===== config.mk =====
export PLATFORM = sky130hd
export DESIGN_NAME = uspispy
export DESIGN_NICKNAME = d
export VERILOG_FILES = /design/src/verilog/uspispy_pkg.sv /design/src/verilog/spi_frame_if.sv /design/src/verilog/cmd_logger.sv /design/src/verilog/page_buffer.sv /design/src/verilog/psram_router.sv /design/src/verilog/spi_byte_counter.sv /design/src/verilog/spi_cmd_fsm.sv /design/src/verilog/spi_shifter.sv /design/src/verilog/uspispy.sv
export SDC_FILE = /design/constraint.sdc
export NUM_CORES = 2
export LEC_CHECK = 0
export BUFFER_PORTS_ARGS = -buffer_cell sky130_fd_sc_hd__buf_4
export CAP_MARGIN = 5
export CORE_MARGIN = 2
export CORE_UTILIZATION = 31
export DETAILED_ROUTE_END_ITERATION = 7
export SLEW_MARGIN = 15
export SYNTH_ARGS = -nofsm -noshare
export SYNTH_HDL_FRONTEND = slang
export SYNTH_HIERARCHICAL = 1
export SYNTH_SLANG_ARGS = --single-unit

===== constraint.sdc =====
create_clock -name clk -period 9.9 [get_ports clk]
set_input_delay 0.495 -clock clk [delete_from_list [all_inputs] [get_ports clk]]
set_output_delay 0.495 -clock clk [all_outputs]
set_load 0.05 [all_outputs]

===== src/verilog/uspispy_pkg.sv =====
package uspispy_pkg;

	// command codes understood by the flash front end
	// anything else is ignored for the rest of the transaction
	typedef enum logic [7:0] {
		cmd_read  = 8'h03,
		cmd_pp    = 8'h02,
		cmd_erase = 8'h20,
		cmd_wren  = 8'h06,
		cmd_wrds  = 8'h04,
		cmd_rdsr  = 8'h05,
		cmd_rdid  = 8'h9F
	} spi_cmd_t;

	// command fsm states, one transaction per chip select pulse
	typedef enum logic [2:0] {
		st_cmd,
		st_addr,
		st_reply,
		st_read,
		st_prog,
		st_ignore
	} spi_state_t;

	// three byte flash address, msb first on the wire
	typedef logic [23:0] flash_addr_t;

	// jedec id: manufacturer, memory type, capacity
	localparam logic [23:0] flash_id = 24'hC22018;

	// write-enable latch position in the status byte
	localparam int sr_wel_bit = 1;

endpackage

===== src/verilog/spi_frame_if.sv =====
`timescale 1ns/1ns

interface spi_frame_if;

	// last byte received from the host, msb first
	logic [7:0] rx_byte;
	// high for the edge that samples bit 8 of a byte
	logic       byte_done;
	// completed bytes so far, command byte is 0
	logic [7:0] byte_idx;

	// shifter builds the byte, it needs the done strobe to hold it
	modport shifter (output rx_byte, input byte_done);

	// counter owns the framing
	modport counter (output byte_done, byte_idx);

	// consumers only look
	modport sink (input rx_byte, byte_done, byte_idx);

endinterface


===== src/verilog/cmd_logger.sv =====
`timescale 1ns/1ns

module cmd_logger (
	input  logic                     clk,
	input  logic                     spi_cs_in,
	input  logic                     log_set,
	input  uspispy_pkg::spi_cmd_t    log_cmd_in,
	input  uspispy_pkg::flash_addr_t log_addr_in,
	output logic                     log_req,
	input  logic                     log_ack,
	output logic [7:0]               log_cmd,
	output logic [23:0]              log_addr
);

	typedef enum logic {lg_idle, lg_busy} lg_state_t;

	lg_state_t state;
	// record waiting for the controller to drop a stale ack
	logic      pend;

	always_ff @(posedge clk or posedge spi_cs_in) begin
		if (spi_cs_in) begin
			state <= lg_idle;
			pend  <= 1'b0;
		end else begin
			case (state)
				lg_idle: begin
					// four phase: never raise req over a high ack
					if ((log_set || pend) && !log_ack) begin
						state <= lg_busy;
						pend  <= 1'b0;
					end else if (log_set) begin
						pend <= 1'b1;
					end
				end
				default: begin
					if (log_ack)
						state <= lg_idle;
				end
			endcase
		end
	end

	// no queue, a newer record simply replaces the old one
	always_ff @(posedge clk) begin
		if (log_set) begin
			log_cmd  <= log_cmd_in;
			log_addr <= log_addr_in;
		end
	end

	assign log_req = (state == lg_busy);

endmodule


===== src/verilog/page_buffer.sv =====
`timescale 1ns/1ns

module page_buffer #(
	parameter int page_abits = 8
) (
	input  logic                  clk,
	input  logic                  spi_cs_in,
	spi_frame_if.sink             frame,
	input  logic                  prog_en,
	input  logic [page_abits-1:0] buf_raddr,
	output logic [7:0]            buf_rdata
);

	logic [7:0]            mem [2**page_abits];
	// next slot to fill within this transaction
	logic [page_abits-1:0] wr_ptr;

	always_ff @(posedge clk or posedge spi_cs_in) begin
		if (spi_cs_in)
			wr_ptr <= '0;
		else if (prog_en && frame.byte_done)
			wr_ptr <= wr_ptr + page_abits'(1);
	end

	// data byte k lands at index k and wraps inside the page
	always_ff @(posedge clk) begin
		if (prog_en && frame.byte_done)
			mem[wr_ptr] <= frame.rx_byte;
	end

	// controller reads back asynchronously
	assign buf_rdata = mem[buf_raddr];

endmodule


===== src/verilog/psram_router.sv =====
`timescale 1ns/1ns

module psram_router (
	input  logic                     spi_cs_in,
	input  logic                     ram_keep,
	input  logic                     read_route,
	input  uspispy_pkg::flash_addr_t read_addr,
	input  logic                     mosi,
	input  logic                     fpga_miso,
	input  logic                     ram0_miso,
	input  logic                     ram1_miso,
	output logic                     ram0_cs,
	output logic                     ram1_cs,
	output logic                     ram_mosi,
	output logic                     miso
);

	// active low selects
	// both chips follow the host until the command turns out not to be a read
	assign ram0_cs = spi_cs_in | ~ram_keep;
	assign ram1_cs = spi_cs_in | ~ram_keep;

	// host data goes to both chips unchanged
	assign ram_mosi = mosi;

	// top address bit picks the chip, no register in the data path
	always_comb begin
		if (!read_route)
			miso = fpga_miso;
		else if (read_addr[23])
			miso = ram1_miso;
		else
			miso = ram0_miso;
	end

endmodule


===== src/verilog/spi_byte_counter.sv =====
`timescale 1ns/1ns

module spi_byte_counter (
	input  logic          clk,
	input  logic          spi_cs_in,
	spi_frame_if.counter  frame
);

	// position within the current byte
	logic [2:0] bit_cnt;

	// last bit of a byte is being sampled
	assign frame.byte_done = (bit_cnt == 3'd7);

	always_ff @(posedge clk or posedge spi_cs_in) begin
		if (spi_cs_in) begin
			bit_cnt        <= 3'd0;
			frame.byte_idx <= 8'd0;
		end else begin
			// wraps naturally every eight edges
			bit_cnt <= bit_cnt + 3'd1;
			// saturate, long reads just keep streaming
			if (frame.byte_done && frame.byte_idx != 8'hFF)
				frame.byte_idx <= frame.byte_idx + 8'd1;
		end
	end

endmodule


===== src/verilog/spi_cmd_fsm.sv =====
`timescale 1ns/1ns

module spi_cmd_fsm (
	input  logic                    clk,
	input  logic                    spi_cs_in,
	spi_frame_if.sink               frame,
	input  logic [7:0]              sr_in,
	output logic [7:0]              tx_byte,
	output logic                    tx_load,
	output logic                    read_route,
	output uspispy_pkg::flash_addr_t read_addr,
	output logic                    ram_keep,
	output logic                    prog_en,
	output uspispy_pkg::spi_cmd_t   log_cmd,
	output uspispy_pkg::flash_addr_t log_addr,
	output logic                    log_set
);

	uspispy_pkg::spi_state_t  state;
	uspispy_pkg::spi_cmd_t    cmd;
	uspispy_pkg::flash_addr_t addr;
	// wel as seen while the command byte came in
	logic                     wel;

	// command and address are payload, captured on byte boundaries
	always_ff @(posedge clk) begin
		if (frame.byte_done) begin
			if (state == uspispy_pkg::st_cmd)
				cmd <= uspispy_pkg::spi_cmd_t'(frame.rx_byte);
			if (state == uspispy_pkg::st_addr) begin
				case (frame.byte_idx)
					8'd1:    addr[23:16] <= frame.rx_byte;
					8'd2:    addr[15:8]  <= frame.rx_byte;
					default: addr[7:0]   <= frame.rx_byte;
				endcase
			end
		end
	end

	always_ff @(posedge clk or posedge spi_cs_in) begin
		if (spi_cs_in) begin
			state      <= uspispy_pkg::st_cmd;
			wel        <= 1'b0;
			read_route <= 1'b0;
			// both psrams see every command byte
			ram_keep   <= 1'b1;
			prog_en    <= 1'b0;
			log_set    <= 1'b0;
		end else begin
			log_set <= 1'b0;
			if (frame.byte_done) begin
				case (state)
					uspispy_pkg::st_cmd: begin
						wel      <= sr_in[uspispy_pkg::sr_wel_bit];
						// only reads keep the psrams selected
						ram_keep <= (frame.rx_byte == uspispy_pkg::cmd_read);
						case (frame.rx_byte)
							uspispy_pkg::cmd_rdid,
							uspispy_pkg::cmd_rdsr:  state <= uspispy_pkg::st_reply;
							uspispy_pkg::cmd_read,
							uspispy_pkg::cmd_pp,
							uspispy_pkg::cmd_erase: state <= uspispy_pkg::st_addr;
							uspispy_pkg::cmd_wren,
							uspispy_pkg::cmd_wrds: begin
								// controller tracks wel, tell it now
								log_set <= 1'b1;
								state   <= uspispy_pkg::st_ignore;
							end
							default:                state <= uspispy_pkg::st_ignore;
						endcase
					end
					uspispy_pkg::st_addr: begin
						if (frame.byte_idx == 8'd3) begin
							log_set <= 1'b1;
							case (cmd)
								uspispy_pkg::cmd_read: begin
									state      <= uspispy_pkg::st_read;
									read_route <= 1'b1;
								end
								uspispy_pkg::cmd_pp: begin
									state   <= uspispy_pkg::st_prog;
									// program without wel is logged but not buffered
									prog_en <= wel;
								end
								default: state <= uspispy_pkg::st_ignore;
							endcase
						end
					end
					// reply, read, prog and ignore run to chip select
					default: state <= state;
				endcase
			end
		end
	end

	// response byte must be loaded on the very edge the host byte completes
	always_comb begin
		tx_load = 1'b0;
		tx_byte = 8'h00;
		if (frame.byte_done) begin
			if (state == uspispy_pkg::st_cmd) begin
				if (frame.rx_byte == uspispy_pkg::cmd_rdid) begin
					tx_load = 1'b1;
					tx_byte = uspispy_pkg::flash_id[23:16];
				end else if (frame.rx_byte == uspispy_pkg::cmd_rdsr) begin
					tx_load = 1'b1;
					tx_byte = sr_in;
				end
			end else if (state == uspispy_pkg::st_reply) begin
				tx_load = 1'b1;
				// status repeats, id runs out to zeros
				if (cmd == uspispy_pkg::cmd_rdsr)
					tx_byte = sr_in;
				else if (frame.byte_idx == 8'd1)
					tx_byte = uspispy_pkg::flash_id[15:8];
				else if (frame.byte_idx == 8'd2)
					tx_byte = uspispy_pkg::flash_id[7:0];
			end
		end
	end

	// router only needs bit 23, the psram tracks its own address
	assign read_addr = addr;
	assign log_cmd   = cmd;
	assign log_addr  = addr;

endmodule


===== src/verilog/spi_shifter.sv =====
`timescale 1ns/1ns

module spi_shifter (
	input  logic                clk,
	input  logic                spi_cs_in,
	input  logic                mosi,
	output logic                miso,
	input  logic [7:0]          tx_byte,
	input  logic                tx_load,
	spi_frame_if.shifter        frame
);

	// first seven bits of the byte in flight
	logic [6:0] rx_sr;
	// copy of the last complete byte
	logic [7:0] rx_hold;
	// response byte being shifted out
	logic [7:0] tx_sr;

	// the eighth bit is still on mosi when byte_done is high,
	// so the full byte is assembled combinationally on that edge
	assign frame.rx_byte = frame.byte_done ? {rx_sr, mosi} : rx_hold;

	always_ff @(posedge clk or posedge spi_cs_in) begin
		if (spi_cs_in) begin
			rx_sr <= 7'd0;
			tx_sr <= 8'd0;
		end else begin
			rx_sr <= {rx_sr[5:0], mosi};
			// load wins over shift so bit 7 shows right after the load edge
			if (tx_load)
				tx_sr <= tx_byte;
			else
				tx_sr <= {tx_sr[6:0], 1'b0};
		end
	end

	// hold the byte until the next one completes
	always_ff @(posedge clk) begin
		if (frame.byte_done)
			rx_hold <= {rx_sr, mosi};
	end

	// msb first, idles at 0 once the byte is out
	assign miso = tx_sr[7];

endmodule


===== src/verilog/uspispy.sv =====
`timescale 1ns/1ns

module uspispy #(
	parameter int page_abits = 8
) (
	input  logic                  clk,
	input  logic                  spi_cs_in,
	input  logic                  mosi,
	output logic                  miso,
	input  logic [7:0]            sr_in,
	output logic                  ram0_cs,
	output logic                  ram1_cs,
	output logic                  ram_mosi,
	input  logic                  ram0_miso,
	input  logic                  ram1_miso,
	output logic                  log_req,
	input  logic                  log_ack,
	output logic [7:0]            log_cmd,
	output logic [23:0]           log_addr,
	input  logic [page_abits-1:0] buf_raddr,
	output logic [7:0]            buf_rdata
);

	// byte framing shared by the receive side
	spi_frame_if frame ();

	logic [7:0]               tx_byte;
	logic                     tx_load;
	logic                     fpga_miso;
	logic                     read_route;
	uspispy_pkg::flash_addr_t read_addr;
	logic                     ram_keep;
	logic                     prog_en;
	// record as the fsm sees it, before the logger latches it
	uspispy_pkg::spi_cmd_t    fsm_log_cmd;
	uspispy_pkg::flash_addr_t fsm_log_addr;
	logic                     log_set;

	spi_shifter u_shifter (
		.clk       (clk),
		.spi_cs_in (spi_cs_in),
		.mosi      (mosi),
		.miso      (fpga_miso),
		.tx_byte   (tx_byte),
		.tx_load   (tx_load),
		.frame     (frame.shifter)
	);

	spi_byte_counter u_counter (
		.clk       (clk),
		.spi_cs_in (spi_cs_in),
		.frame     (frame.counter)
	);

	spi_cmd_fsm u_fsm (
		.clk        (clk),
		.spi_cs_in  (spi_cs_in),
		.frame      (frame.sink),
		.sr_in      (sr_in),
		.tx_byte    (tx_byte),
		.tx_load    (tx_load),
		.read_route (read_route),
		.read_addr  (read_addr),
		.ram_keep   (ram_keep),
		.prog_en    (prog_en),
		.log_cmd    (fsm_log_cmd),
		.log_addr   (fsm_log_addr),
		.log_set    (log_set)
	);

	page_buffer #(
		.page_abits (page_abits)
	) u_page_buffer (
		.clk       (clk),
		.spi_cs_in (spi_cs_in),
		.frame     (frame.sink),
		.prog_en   (prog_en),
		.buf_raddr (buf_raddr),
		.buf_rdata (buf_rdata)
	);

	cmd_logger u_logger (
		.clk         (clk),
		.spi_cs_in   (spi_cs_in),
		.log_set     (log_set),
		.log_cmd_in  (fsm_log_cmd),
		.log_addr_in (fsm_log_addr),
		.log_req     (log_req),
		.log_ack     (log_ack),
		.log_cmd     (log_cmd),
		.log_addr    (log_addr)
	);

	psram_router u_router (
		.spi_cs_in  (spi_cs_in),
		.ram_keep   (ram_keep),
		.read_route (read_route),
		.read_addr  (read_addr),
		.mosi       (mosi),
		.fpga_miso  (fpga_miso),
		.ram0_miso  (ram0_miso),
		.ram1_miso  (ram1_miso),
		.ram0_cs    (ram0_cs),
		.ram1_cs    (ram1_cs),
		.ram_mosi   (ram_mosi),
		.miso       (miso)
	);

endmodule


==> results_dict.tcl <==
set metrics [dict create \
    status "finished clean" \
    clock_sinks 2164 \
    drt_first_pass_iters 5 \
    crit_family "buffers and inverters" \
    critPathMaxFanout 54 \
    dp_slack_ns 4.027 \
    synth_cells 4140 \
    clock_skew_ns 0.1016 \
    viasPerCell 5.273 \
    cts_made_buffers 218 \
    port_buffers 66 \
    hold_violations 0 \
    start_kind "primary input" \
    crit_buf_inv 4 \
    groute.usage.overall_pct 15.18 \
    drt-total-wl_mm 216.2 \
    p_leak_nw 29.71 \
    cts.clk_slew.worst_paths_ns 0.05 \
    crit_top_cell "buf_4" \
    drv_cap 0 \
    syn2layout_area_growth_pct 13.42 \
    layout_common_cells "edfxtp_1 (2112), mux4_2 (414), nor2_1 (301)" \
    syn_area_per_cell_sq_um 20.34 \
    antenna_found_initial 4 \
    layout_commonest_cell "edfxtp_1" \
    fin_crit_ns 5.921 \
    cp.required_ns 9.41 \
    clock_latency_ns 0.90 \
    rows 191 \
    total_power_w 0.01906 \
    post-route-drc-count 0 \
    clockBufferDepth 4 \
    yosysWarningCount 6 \
    irDropWorstVdd_mv 0.1510 \
    p_per_area_mw_per_mm2 199.6 \
    cp_slowest_cell "buf_4" \
    die-height_um 525.3 \
    place_congestion 0.8314 \
    slew_headroom_pct 23.25 \
    finalSetupViolations 0 \
    nNetsFinal 4291 \
    drt_iter0_drc 4850 \
    max_freq_mhz 168.9 \
    slew_viol_final 0 \
    crit_type "in -> out" \
    setup_ws_ns 3.979 \
    crit_chain "buf_8 > buf_4 > buf_4 > mux4_2 > mux2_2 > o21ai_0 > a21oi_1 > nor4_1 > a31oi_1 > and3_1 > buf_4" \
    syn-num-nets 4169 \
    htreeDepth 4 \
    routedWlPerCell_um 27.00 \
    die-width_um 525.3 \
    io_pins 67 \
    vias 42219 \
    syn-cell-area_sq_mm 0.08423 \
    cts_root_buf "clkbuf_16" \
    grt_max_degree 181 \
    finalSetupTns_ns 0 \
    dpl.hpwl_mm 127.3 \
    grt_pass1_vias 41875 \
    max_stage_delay_ns 0.69 \
    hold_ws_ns 0.05717 \
    grt_overflow 0 \
    fin_crit_sh_pct 59.81 \
    end_kind "output pin" \
    core_area_sq_mm 0.2705 \
    grt_pass1_wl_mm 308.1 \
    min_path_type "in -> reg" \
    cts_tree "done" \
    layout-drive-gt1-share_pct 20.63 \
    arrival_ns 5.43 \
    final_core_util_pct 35.31 \
    start_util_pct 31.13 \
    worst_pin_slew_ns 1.141 \
    dieArea_sq_mm 0.2759 \
    ant_nets 0 \
    rsz0062_at_grt "false" \
]
cell type report:
cell class,count,area (sq um)
Antenna cell,1,2.502
Inverter,19,73.82
Sequential cell,2164,64680
Clock inverter,137,1330
Clock buffer,257,5644
Fill cell,24920,175000
Tap cell,3570,4467
Timing Repair Buffer,147,1224
Multi-Input combinational cell,1712,18100
final timing paths:
kind / depth (start not counted) / startpoint / slack (ns) / end
max: 11 / buf_raddr[0] / 3.98 / buf_rdata[1]
min: 3 / sr_in[0] / 0.06 / u_shifter/tx_sr[0]
max reg2reg: 6 / u_counter/bit_cnt[0] / 5.99 / u_page_buffer/mem[3][6]
min reg2reg: 0 / u_shifter/rx_sr[5] / 0.39 / u_shifter/rx_sr[6]
max in group asynchronous: 3 / spi_cs_in / 9.06 / u_shifter/tx_sr[2]
min in group asynchronous: 3 / spi_cs_in / 0.18 / u_logger/log_req
routing by layer:
metal / GRT usage [%] / vias up / routed length (um)
met4: 4.411 / 0 / 6355
met5: 0 / - / 0
li1: - / 17366 / -
met2: 24.61 / 1844 / 103700
met1: 20.60 / 22676 / 88720
met3: 3.118 / 333 / 17430
report_power, final:
part	switching (W)	internal [W]	leakage [nW]	total [W]
clock	0.00346	0.00467	3.41	0.00813
combinational	0.000600	0.000284	6.69	0.000884
sequential	0.00000225	0.0100	19.6	0.0101
metrics by stage:
step           cell area (sq um)  std cells
2_1_floorplan              84230       4140
3_3_place_gp               88500       7608
3_5_place_dp               88510       7608
4_1_cts                    95520       8006
5_1_grt                    95530       8006
6_report                   95530       8007
state kept, by name (all words and copies together) (netlist names), 8 cells and up:
| signal | flops |
|---|---|
| u_logger/log_addr | 24 |
| u_fsm/log_cmd | 8 |
| u_shifter/rx_hold | 8 |
| u_counter/frame.byte_idx | 8 |
| u_logger/log_cmd | 8 |
| u_page_buffer/wr_ptr | 8 |
| u_fsm/log_addr | 24 |
| u_shifter/tx_sr | 8 |
| u_page_buffer/mem | 2048 |
worst register-to-register path, delay by kind of cell, from the launching register on:
family	cells	cell delay, ns
flip-flops	1	0.38
multiplexers	1	0.79
buffers and inverters	3	1.86
adder cells (fa/ha/maj)	2	0.51
what timing repair did:
action,4_1_cts,5_1_grt
setup endpoints to repair,0,0
endpoints found under the hold margin,47,0
setup buffers,0,0
hold buffers,4,0
resized for setup,0,0
Power figures use the tool's default switching activity.
